`config.mk`:
```
export PLATFORM = sky130hd
export DESIGN_NAME = irq_wfi_top
export DESIGN_NICKNAME = d
export VERILOG_FILES = /design/src/common/irq_pkg.sv /design/src/common/core_pkg.sv /design/src/hw/irq_ctrl/irq_pending.sv /design/src/hw/irq_ctrl/irq_arbiter.sv /design/src/hw/sleep_ctrl/wfi_sleep_ctrl.sv /design/src/hw/irq_wfi_top.sv
export SDC_FILE = /design/constraint.sdc
export NUM_CORES = 1
export LEC_CHECK = 0
export BUFFER_PORTS_ARGS = -buffer_cell sky130_fd_sc_hd__clkbuf_2
export CAP_MARGIN = 20
export CORE_MARGIN = 10
export CORE_UTILIZATION = 37
export CTS_CLUSTER_SIZE = 28
export DETAILED_ROUTE_END_ITERATION = 7
export HOLD_SLACK_MARGIN = 0.03
export PLACE_DENSITY = 0.8
export SLEW_MARGIN = 10
export SYNTH_ARGS = -nofsm -noshare
export SYNTH_HDL_FRONTEND = slang
export SYNTH_HIERARCHICAL = 1
export SYNTH_SLANG_ARGS = --single-unit
```
`constraint.sdc`:
```
create_clock -name clk_i -period 2.5 [get_ports clk_i]
set_input_delay 0.25 -clock clk_i [delete_from_list [all_inputs] [get_ports clk_i]]
set_output_delay 0.25 -clock clk_i [all_outputs]
set_load 0.1 [all_outputs]
```
`src/common/irq_pkg.sv`:
```
// --------------------------------------------------------------------------
// Interrupt-side definitions shared by the pending register, the arbiter,
// the sleep controller and the testbench
// --------------------------------------------------------------------------

package irq_pkg;

  // --------------------------------------------------------------------------
  // Interrupt lines
  // --------------------------------------------------------------------------

  // Number of external interrupt lines
  localparam int unsigned NumIrq = 32;

  // One bit per interrupt line
  typedef logic [NumIrq-1:0] irq_vec_t;

  // Lines that exist are 31..16 (platform), 11 (external), 7 (timer) and 3 (software)
  localparam irq_vec_t ValidIrqMask = 32'hffff_0888;

  // Interrupt number as offered to the core
  typedef logic [4:0] irq_id_t;

  // --------------------------------------------------------------------------
  // Request handshake
  // --------------------------------------------------------------------------

  // Four-phase req/ack states
  //   IDLE         no request, a new winner may be latched
  //   REQ          request high, waiting for ack high
  //   WAIT_ACK_LOW request dropped, waiting for ack low
  typedef enum logic [1:0] {
    IDLE         = 2'b00,
    REQ          = 2'b01,
    WAIT_ACK_LOW = 2'b10
  } irq_req_state_e;

endpackage

```
`src/common/core_pkg.sv`:
```
// --------------------------------------------------------------------------
// Core-side definitions: privilege levels, the WFI encoding and the types
// seen at the writeback stage by the sleep controller
// --------------------------------------------------------------------------

package core_pkg;

  // Privilege levels, RISC-V encoding
  typedef enum logic [1:0] {
    PRIV_LVL_U = 2'b00,
    PRIV_LVL_M = 2'b11
  } priv_lvl_e;

  // Raw instruction word in writeback
  typedef logic [31:0] instr_t;

  // WFI encoding
  localparam instr_t WfiInstr = 32'h1050_0073;

  // Outstanding instruction-bus transactions
  typedef logic [1:0] outst_cnt_t;

  // Saturating WFI residence counter
  typedef logic [1:0] wfi_cnt_t;

  // Earlier consecutive writeback cycles a WFI needs before sleep
  localparam wfi_cnt_t WfiSleepDelay = 2'd2;

endpackage

```
`src/hw/irq_ctrl/irq_pending.sv`:
```
// --------------------------------------------------------------------------
// Interrupt pending register. Samples the external lines into mip every
// cycle and forms the pending-and-enabled vector for arbitration and wake-up
// --------------------------------------------------------------------------

`timescale 1ns/1ps

module irq_pending (
  input  logic             clk_i,
  input  logic             rst_ni,

  // External interrupt lines
  input  irq_pkg::irq_vec_t irq_i,

  // Machine interrupt enable CSR
  input  irq_pkg::irq_vec_t mie_i,

  // Pending state
  output irq_pkg::irq_vec_t mip_o,
  output irq_pkg::irq_vec_t pend_en_o
);

  irq_pkg::irq_vec_t mip_q;
  irq_pkg::irq_vec_t irq_valid;

  // Reserved lines never reach mip
  assign irq_valid = irq_i & irq_pkg::ValidIrqMask;

  // --------------------------------------------------------------------------
  // Pending register
  // --------------------------------------------------------------------------

  // Level sensitive, so mip follows the lines with one cycle of delay
  always_ff @(posedge clk_i or negedge rst_ni) begin
    if (!rst_ni) begin
      mip_q <= '0;
    end else begin
      mip_q <= irq_valid;
    end
  end

  assign mip_o = mip_q;

  // Pending and locally enabled
  assign pend_en_o = mip_q & mie_i;

endmodule

```
`src/hw/irq_ctrl/irq_arbiter.sv`:
```
// --------------------------------------------------------------------------
// Interrupt arbiter. Picks the highest-priority pending and enabled line
// and offers its id to the core over a four-phase req/ack handshake
// Priority order is 31 down to 16, then 11, then 3, then 7
// --------------------------------------------------------------------------

`timescale 1ns/1ps

module irq_arbiter (
  input  logic                  clk_i,
  input  logic                  rst_ni,

  // Pending and enabled lines
  input  irq_pkg::irq_vec_t     pend_en_i,

  // Global enable state
  input  core_pkg::priv_lvl_e   priv_lvl_i,
  input  logic                  mstatus_mie_i,

  // Core handshake
  output logic                  irq_req_o,
  output irq_pkg::irq_id_t      irq_id_o,
  input  logic                  irq_ack_i
);

  irq_pkg::irq_req_state_e state_q;
  irq_pkg::irq_req_state_e state_d;
  irq_pkg::irq_id_t        id_q;
  irq_pkg::irq_id_t        win_id;
  logic                    win_valid;
  logic                    eligible;

  // --------------------------------------------------------------------------
  // Fixed-priority selection
  // --------------------------------------------------------------------------

  // Lowest priority first so that later matches override earlier ones
  always_comb begin
    win_valid = 1'b0;
    win_id    = '0;
    if (pend_en_i[7]) begin
      win_valid = 1'b1;
      win_id    = 5'd7;
    end
    if (pend_en_i[3]) begin
      win_valid = 1'b1;
      win_id    = 5'd3;
    end
    if (pend_en_i[11]) begin
      win_valid = 1'b1;
      win_id    = 5'd11;
    end
    for (int i = 16; i < irq_pkg::NumIrq; i++) begin
      if (pend_en_i[i]) begin
        win_valid = 1'b1;
        win_id    = irq_pkg::irq_id_t'(i);
      end
    end
  end

  // M-mode needs mstatus.mie, U-mode always takes the interrupt
  assign eligible = win_valid &&
                    (((priv_lvl_i == core_pkg::PRIV_LVL_M) && mstatus_mie_i) ||
                     (priv_lvl_i == core_pkg::PRIV_LVL_U));

  // --------------------------------------------------------------------------
  // Handshake FSM
  // --------------------------------------------------------------------------

  always_comb begin
    state_d = state_q;
    case (state_q)
      irq_pkg::IDLE: begin
        if (eligible) begin
          state_d = irq_pkg::REQ;
        end
      end
      // Held until ack even if the line withdraws
      irq_pkg::REQ: begin
        if (irq_ack_i) begin
          state_d = irq_pkg::WAIT_ACK_LOW;
        end
      end
      irq_pkg::WAIT_ACK_LOW: begin
        if (!irq_ack_i) begin
          state_d = irq_pkg::IDLE;
        end
      end
      default: state_d = irq_pkg::IDLE;
    endcase
  end

  always_ff @(posedge clk_i or negedge rst_ni) begin
    if (!rst_ni) begin
      state_q <= irq_pkg::IDLE;
      id_q    <= '0;
    end else begin
      state_q <= state_d;
      // Id is captured on the edge where the request rises
      if ((state_q == irq_pkg::IDLE) && eligible) begin
        id_q <= win_id;
      end
    end
  end

  assign irq_req_o = (state_q == irq_pkg::REQ);
  assign irq_id_o  = id_q;

endmodule

```
`src/hw/sleep_ctrl/wfi_sleep_ctrl.sv`:
```
// --------------------------------------------------------------------------
// WFI sleep controller. Watches the writeback stage for a WFI, counts how
// long it has been there and raises core_sleep_o once the buses are idle
// Also flags when the WFI retires because a wake-up reason appeared
// --------------------------------------------------------------------------

`timescale 1ns/1ps

module wfi_sleep_ctrl (
  input  logic                  clk_i,
  input  logic                  rst_ni,

  // Writeback stage
  input  logic                  wb_valid_i,
  input  logic                  wb_err_i,
  input  logic                  wb_kill_i,
  input  core_pkg::instr_t      wb_instr_i,

  // Privilege and CSR state
  input  core_pkg::priv_lvl_e   priv_lvl_i,
  input  logic                  mstatus_tw_i,

  // Debug
  input  logic                  debug_mode_i,
  input  logic                  debug_req_i,

  // Interrupt wake-up source
  input  irq_pkg::irq_vec_t     pend_en_i,

  // Bus and store path state
  input  core_pkg::outst_cnt_t  instr_outst_i,
  input  logic                  lsu_busy_i,
  input  logic                  wbuf_empty_i,

  // Sleep status
  output logic                  core_sleep_o,
  output logic                  wfi_retire_o
);

  logic                wfi_in_wb;
  logic                tw_trap;
  core_pkg::wfi_cnt_t  wfi_cnt_q;
  logic                outst_now;
  logic                outst_q;
  logic                blocked;
  logic                wake;

  // --------------------------------------------------------------------------
  // WFI detection
  // --------------------------------------------------------------------------

  // WFI in U-mode with mstatus.tw set traps instead of sleeping
  assign tw_trap = (priv_lvl_i == core_pkg::PRIV_LVL_U) && mstatus_tw_i;

  // No sleeping in debug mode
  assign wfi_in_wb = wb_valid_i                         &&
                     (wb_instr_i == core_pkg::WfiInstr) &&
                     !wb_err_i                          &&
                     !wb_kill_i                         &&
                     !debug_mode_i                      &&
                     !tw_trap;

  // --------------------------------------------------------------------------
  // Residence counter
  // --------------------------------------------------------------------------

  // Counts earlier consecutive writeback cycles, saturates at its maximum
  always_ff @(posedge clk_i or negedge rst_ni) begin
    if (!rst_ni) begin
      wfi_cnt_q <= '0;
    end else if (!wfi_in_wb) begin
      wfi_cnt_q <= '0;
    end else if (wfi_cnt_q != '1) begin
      wfi_cnt_q <= wfi_cnt_q + 2'd1;
    end
  end

  // --------------------------------------------------------------------------
  // Blocking conditions
  // --------------------------------------------------------------------------

  assign outst_now = |instr_outst_i;

  // Outstanding fetches also block the cycle after they drain
  always_ff @(posedge clk_i or negedge rst_ni) begin
    if (!rst_ni) begin
      outst_q <= 1'b0;
    end else begin
      outst_q <= outst_now;
    end
  end

  assign blocked = outst_now   ||
                   outst_q     ||
                   lsu_busy_i  ||
                   !wbuf_empty_i;

  // --------------------------------------------------------------------------
  // Wake-up and outputs
  // --------------------------------------------------------------------------

  // Enabled interrupts wake regardless of mstatus.mie
  assign wake = (|pend_en_i) || debug_req_i;

  assign core_sleep_o = wfi_in_wb                            &&
                        (wfi_cnt_q >= core_pkg::WfiSleepDelay) &&
                        !blocked                             &&
                        !wake;

  // Retirement needs at least one earlier cycle in writeback
  assign wfi_retire_o = wfi_in_wb && (wfi_cnt_q != '0) && wake;

endmodule

```
`src/hw/irq_wfi_top.sv`:
```
// --------------------------------------------------------------------------
// Interrupt and sleep controller top level. Joins the pending register,
// the arbiter and the WFI sleep controller for a machine-mode core
// --------------------------------------------------------------------------

`timescale 1ns/1ps

module irq_wfi_top (
  input  logic                  clk_i,
  input  logic                  rst_ni,

  // Interrupt lines and CSR state
  input  irq_pkg::irq_vec_t     irq_i,
  input  irq_pkg::irq_vec_t     mie_i,
  input  logic                  mstatus_mie_i,
  input  logic                  mstatus_tw_i,
  input  core_pkg::priv_lvl_e   priv_lvl_i,
  output irq_pkg::irq_vec_t     mip_o,

  // Interrupt handshake with the core
  output logic                  irq_req_o,
  output irq_pkg::irq_id_t      irq_id_o,
  input  logic                  irq_ack_i,

  // Writeback stage
  input  logic                  wb_valid_i,
  input  logic                  wb_err_i,
  input  logic                  wb_kill_i,
  input  core_pkg::instr_t      wb_instr_i,

  // Debug
  input  logic                  debug_mode_i,
  input  logic                  debug_req_i,

  // Bus and store path state
  input  core_pkg::outst_cnt_t  instr_outst_i,
  input  logic                  lsu_busy_i,
  input  logic                  wbuf_empty_i,

  // Sleep status
  output logic                  core_sleep_o,
  output logic                  wfi_retire_o
);

  // Shared by arbitration and wake-up
  irq_pkg::irq_vec_t pend_en;

  irq_pending irq_pending_inst (
    .clk_i     (clk_i),
    .rst_ni    (rst_ni),
    .irq_i     (irq_i),
    .mie_i     (mie_i),
    .mip_o     (mip_o),
    .pend_en_o (pend_en)
  );

  irq_arbiter irq_arbiter_inst (
    .clk_i         (clk_i),
    .rst_ni        (rst_ni),
    .pend_en_i     (pend_en),
    .priv_lvl_i    (priv_lvl_i),
    .mstatus_mie_i (mstatus_mie_i),
    .irq_req_o     (irq_req_o),
    .irq_id_o      (irq_id_o),
    .irq_ack_i     (irq_ack_i)
  );

  wfi_sleep_ctrl wfi_sleep_ctrl_inst (
    .clk_i         (clk_i),
    .rst_ni        (rst_ni),
    .wb_valid_i    (wb_valid_i),
    .wb_err_i      (wb_err_i),
    .wb_kill_i     (wb_kill_i),
    .wb_instr_i    (wb_instr_i),
    .priv_lvl_i    (priv_lvl_i),
    .mstatus_tw_i  (mstatus_tw_i),
    .debug_mode_i  (debug_mode_i),
    .debug_req_i   (debug_req_i),
    .pend_en_i     (pend_en),
    .instr_outst_i (instr_outst_i),
    .lsu_busy_i    (lsu_busy_i),
    .wbuf_empty_i  (wbuf_empty_i),
    .core_sleep_o  (core_sleep_o),
    .wfi_retire_o  (wfi_retire_o)
  );

endmodule

```
==> report_table.html <==
<table>
<tr><th>Metric</th><th>Value</th></tr>
<tr><th colspan="2">Floorplan</th></tr>
<tr><td>Top-Level Pins</td><td>152</td></tr>
<tr><td>FP Rows</td><td>24</td></tr>
<tr><td>Initial cell density of the core</td><td>0.382</td></tr>
<tr><td>Height of the die</td><td>87.3 microns</td></tr>
<tr><td>DIE AREA</td><td>7620 sq um</td></tr>
<tr><td>Area of the core region</td><td>4380 sq um</td></tr>
<tr><td>Die X-Extent</td><td>87.3 microns</td></tr>
<tr><th colspan="2">STA</th></tr>
<tr><td>Final period utilization</td><td>0.959</td></tr>
<tr><td>Least-Margin Pin Slew</td><td>0.699 ns</td></tr>
<tr><td>Remaining max-slew budget at the tightest pin</td><td>0.534</td></tr>
<tr><td>Clock skew</td><td>0.00283 ns</td></tr>
<tr><td>Number of setup violations in the final report</td><td>0</td></tr>
<tr><td>Shortest clock period the worst path allows after layout</td><td>2.40 ns</td></tr>
<tr><td>Final Hold Fails</td><td>0</td></tr>
<tr><td>Setup TNS</td><td>0 ns</td></tr>
<tr><td>Fin Hold WS</td><td>0.0765 ns</td></tr>
<tr><td>Upper clock frequency limit</td><td>0.417 GHz</td></tr>
<tr><td>Unrepaired setup endpoints after global routing</td><td>true</td></tr>
<tr><td>Number of slew-limit violations in the final report</td><td>0</td></tr>
<tr><th colspan="2">Placement</th></tr>
<tr><td>Buffers added on ports</td><td>112</td></tr>
<tr><td>Standard cell area after detailed placement</td><td>2320 sq um</td></tr>
<tr><td>Placed wire-length estimate</td><td>4390 microns</td></tr>
<tr><td>Global placer's final weighted congestion</td><td>0.789</td></tr>
<tr><th colspan="2">GRT</th></tr>
<tr><td>Wire length of the first global-routing pass</td><td>7750 microns</td></tr>
<tr><td>Total grt overflow</td><td>0</td></tr>
<tr><td>Maximum number of pins on one net before global-route repair</td><td>30</td></tr>
<tr><td>Global router's overall resource usage</td><td>0.127</td></tr>
<tr><td>Initial antenna violation count</td><td>0</td></tr>
<tr><td>Vias in the first global route</td><td>1710</td></tr>
<tr><th colspan="2">Routing</th></tr>
<tr><td>Per-cell routed wire length</td><td>14.6 microns</td></tr>
<tr><td>Final routed wirelength across all metal layers</td><td>4970 microns</td></tr>
<tr><td>Drt via density</td><td>4.62</td></tr>
<tr><td>Post-detailed-route count of antenna-violating nets</td><td>0</td></tr>
<tr><td>Via total after detailed routing</td><td>1577</td></tr>
<tr><td>Iteration-0 DRC count of the detailed router</td><td>18</td></tr>
<tr><td>DRC Markers</td><td>0</td></tr>
<tr><td>Router iterations before antenna repair</td><td>4</td></tr>
<tr><th colspan="2">Power</th></tr>
<tr><td>Comb power frac</td><td>0.436</td></tr>
<tr><td>Net Sw Power</td><td>747 uW</td></tr>
<tr><td>Highest ir drop seen on vdd</td><td>498 uV</td></tr>
<tr><td>Static leakage power</td><td>0.00120 uW</td></tr>
<tr><td>Internal power consumption</td><td>868 uW</td></tr>
<tr><td>Clock network fraction of design power</td><td>0.222</td></tr>
<tr><td>Switching portion of total power</td><td>0.463</td></tr>
<tr><td>Fraction of power consumed by sequential logic</td><td>0.341</td></tr>
<tr><td>Cell Pwr Density</td><td>664 nW/um^2</td></tr>
<tr><th colspan="2">Hold path</th></tr>
<tr><td>Tightest Hold Check Type</td><td>input pin to flop</td></tr>
<tr><th colspan="2">Synth</th></tr>
<tr><td>Warnings from Yosys</td><td>6</td></tr>
<tr><td>Syn_area_per_cell</td><td>9.91 sq um</td></tr>
<tr><td>Number of enable-type register cells in the synthesized netlist</td><td>0</td></tr>
<tr><td>Synth unique cells</td><td>41</td></tr>
<tr><td>Portion of the post-synthesis area used by sequential elements</td><td>0.433</td></tr>
<tr><td>Synthesized instance count</td><td>169</td></tr>
<tr><td>Predominant post-synthesis flop cell</td><td>dfrtp_1</td></tr>
<tr><td>FFs w/ async S/R, synth</td><td>1.00</td></tr>
<tr><td>Post-synthesis instance area</td><td>1680 sq um</td></tr>
<tr><td>Flop and latch count out of synthesis</td><td>29</td></tr>
<tr><th colspan="2">Clocking</th></tr>
<tr><td>Maximum clock path buffer count</td><td>2</td></tr>
<tr><td>CTS clk-pin slew, worst paths</td><td>0.06 ns</td></tr>
<tr><td>Clock tree from TritonCTS</td><td>built</td></tr>
<tr><td>CTS HTree Levels</td><td>2</td></tr>
<tr><td>Clock latency of the later-clocked register in the worst-skew pair</td><td>0.27 ns</td></tr>
<tr><td>CTS Root Cell</td><td>clkbuf_8</td></tr>
<tr><td>Total clock buffers created by CTS</td><td>5</td></tr>
<tr><td>Clock sinks</td><td>29</td></tr>
<tr><th colspan="2">Flow run</th></tr>
<tr><td>Total of max-cap violations</td><td>0</td></tr>
<tr><th colspan="2">Finish</th></tr>
<tr><td>Antenna diode count</td><td>0</td></tr>
<tr><td>Final design area excluding fillers</td><td>2430 sq um</td></tr>
<tr><td>Layout overhead on the synthesized area</td><td>45.2%</td></tr>
<tr><td>Count of nets after finishing</td><td>403</td></tr>
<tr><td>Most frequent standard cell in the layout excluding fill and tap cells</td><td>clkbuf_2</td></tr>
<tr><td>Fraction of final layout cells sized beyond drive strength 1</td><td>0.554</td></tr>
<tr><td>Leading cell types in the layout, fill and taps excluded</td><td>110 x clkbuf_2, 26 x conb_1, 17 x nor2_1</td></tr>
<tr><td>Fraction of the core area covered by cells at the end of the flow</td><td>0.555</td></tr>
<tr><th colspan="2">Critical path</th></tr>
<tr><td>Endpoint kind of the worst setup timing path</td><td>output pin</td></tr>
<tr><td>Type of origin of the critical path</td><td>flop</td></tr>
<tr><td>Signal arrival time at the worst endpoint</td><td>2.15 ns</td></tr>
<tr><td>WP data required</td><td>2.25 ns</td></tr>
<tr><td>Worst setup path category</td><td>flop to output pin</td></tr>
<tr><td>Crit path max fanout</td><td>4</td></tr>
<tr><th colspan="2">Status</th></tr>
<tr><td>Run status</td><td>completed</td></tr>
</table>
-- critical path: stages, from the launching register on --
cell and delay, ns:
dfrtp_4 0.47, and2_1 0.21, nor4_2 0.26, nand4_1 0.13
or3_4 0.37, nor4_4 0.21, buf_12 0.22
-- synthesized netlist by cell type, types with 3 or more instances --
master / instances / area share
a31oi_1: 4 / 0.015
nor4b_1: 3 / 0.016
ha_1: 3 / 0.022
inv_1: 7 / 0.016
buf_4: 26 / 0.12
nor3_1: 3 / 0.0090
nor2_1: 17 / 0.038
nand3_1: 3 / 0.0090
dfrtp_1: 29 / 0.43
o21bai_1: 3 / 0.013
nor4_1: 10 / 0.037
nand2_1: 3 / 0.0067
nand4_1: 4 / 0.015
or4_1: 4 / 0.018
and2_1: 19 / 0.071
-- power by group through the flow --
| stage | sequential, uW | combinational, uW | clock [uW] |
|---|---|---|---|
| after floorplan | 862 | 281 | 0 |
| after global placement | 559 | 702 | 0 |
| after detailed placement | 561 | 705 | 0 |
| after CTS | 552 | 707 | 376 |
| after global routing | 560 | 746 | 397 |
| final | 552 | 705 | 359 |
-- final timing paths --
path | start | end | slack (ns) | cells after the start
worst max-delay path | irq_pending_inst/mip_o[20]$_DFF_PN0_ | core_sleep_o | 0.10 | 6
worst min-delay path | irq_i[16] | irq_pending_inst/mip_o[16]$_DFF_PN0_ | 0.08 | 1
worst max register to register | irq_pending_inst/mip_o[28]$_DFF_PN0_ | irq_arbiter_inst/irq_id_o[2]$_DFFE_PN0P_ | 0.53 | 5
worst min register to register | irq_arbiter_inst/irq_id_o[2]$_DFFE_PN0P_ | irq_arbiter_inst/irq_id_o[2]$_DFFE_PN0P_ | 0.52 | 1
max in group asynchronous | rst_ni | irq_pending_inst/mip_o[27]$_DFF_PN0_ | 1.42 | 2
min in group asynchronous | rst_ni | irq_pending_inst/mip_o[18]$_DFF_PN0_ | 0.55 | 2
-- routing by layer --
metal  track usage  wire [microns]
met5             0               0
met3        0.0609             601
met4        0.0435              46
met2         0.220            2610
met1         0.131            1720
-- per-stage QoR --
| stage | power (uW) | setup slack [ns] | cells |
|---|---|---|---|
| after floorplan | 1140 | -0.285 | 194 |
| after global placement | 1260 | 0.232 | 332 |
| after detailed placement | 1270 | 0.185 | 332 |
| after CTS | 1640 | 0.0350 | 341 |
| after global routing | 1700 | -0.0255 | 341 |
| final | 1620 | 0.104 | 341 |
-- flip-flops by register name (all words and copies together), names as in the netlist --
| signal | flops |
|---|---|
| irq_arbiter_inst/irq_id_o | 5 |
| wfi_sleep_ctrl_inst/outst_q | 1 |
| irq_arbiter_inst/state_q | 2 |
| wfi_sleep_ctrl_inst/wfi_cnt_q | 2 |
| irq_pending_inst/mip_o | 19 |
-- logic make-up after synthesis --
logic type,after synthesis,synth area share
AND/OR/NAND/NOR,82,0.308
buffers and inverters,33,0.132
flip-flops,29,0.433
AO/OA/AOI/OAI,18,0.0814
adder cells (fa/ha/maj),3,0.0224
multiplexers,2,0.0149
other,1,0.00224
XOR/XNOR,1,0.00523
-- final cells by class --
class                      instances  area (sq um)
clock buffer                       6          72.6
clock inverter                     2          10.0
fill                             398          1950
inverter                           7          26.3
multi-input combinational        132           881
sequential                        29           777
tap                               52          65.1
timing repair buffer             113           601
-- repair_timing --
action | in CTS | in global routing
resized for setup | 0 | 3
buffers inserted | 0 | 0
hold buffers | 1 | 0
hold endpoints to repair | 29 | 0
endpoints found under the setup margin | 0 | 1
(Power assumes the default switching activity.)
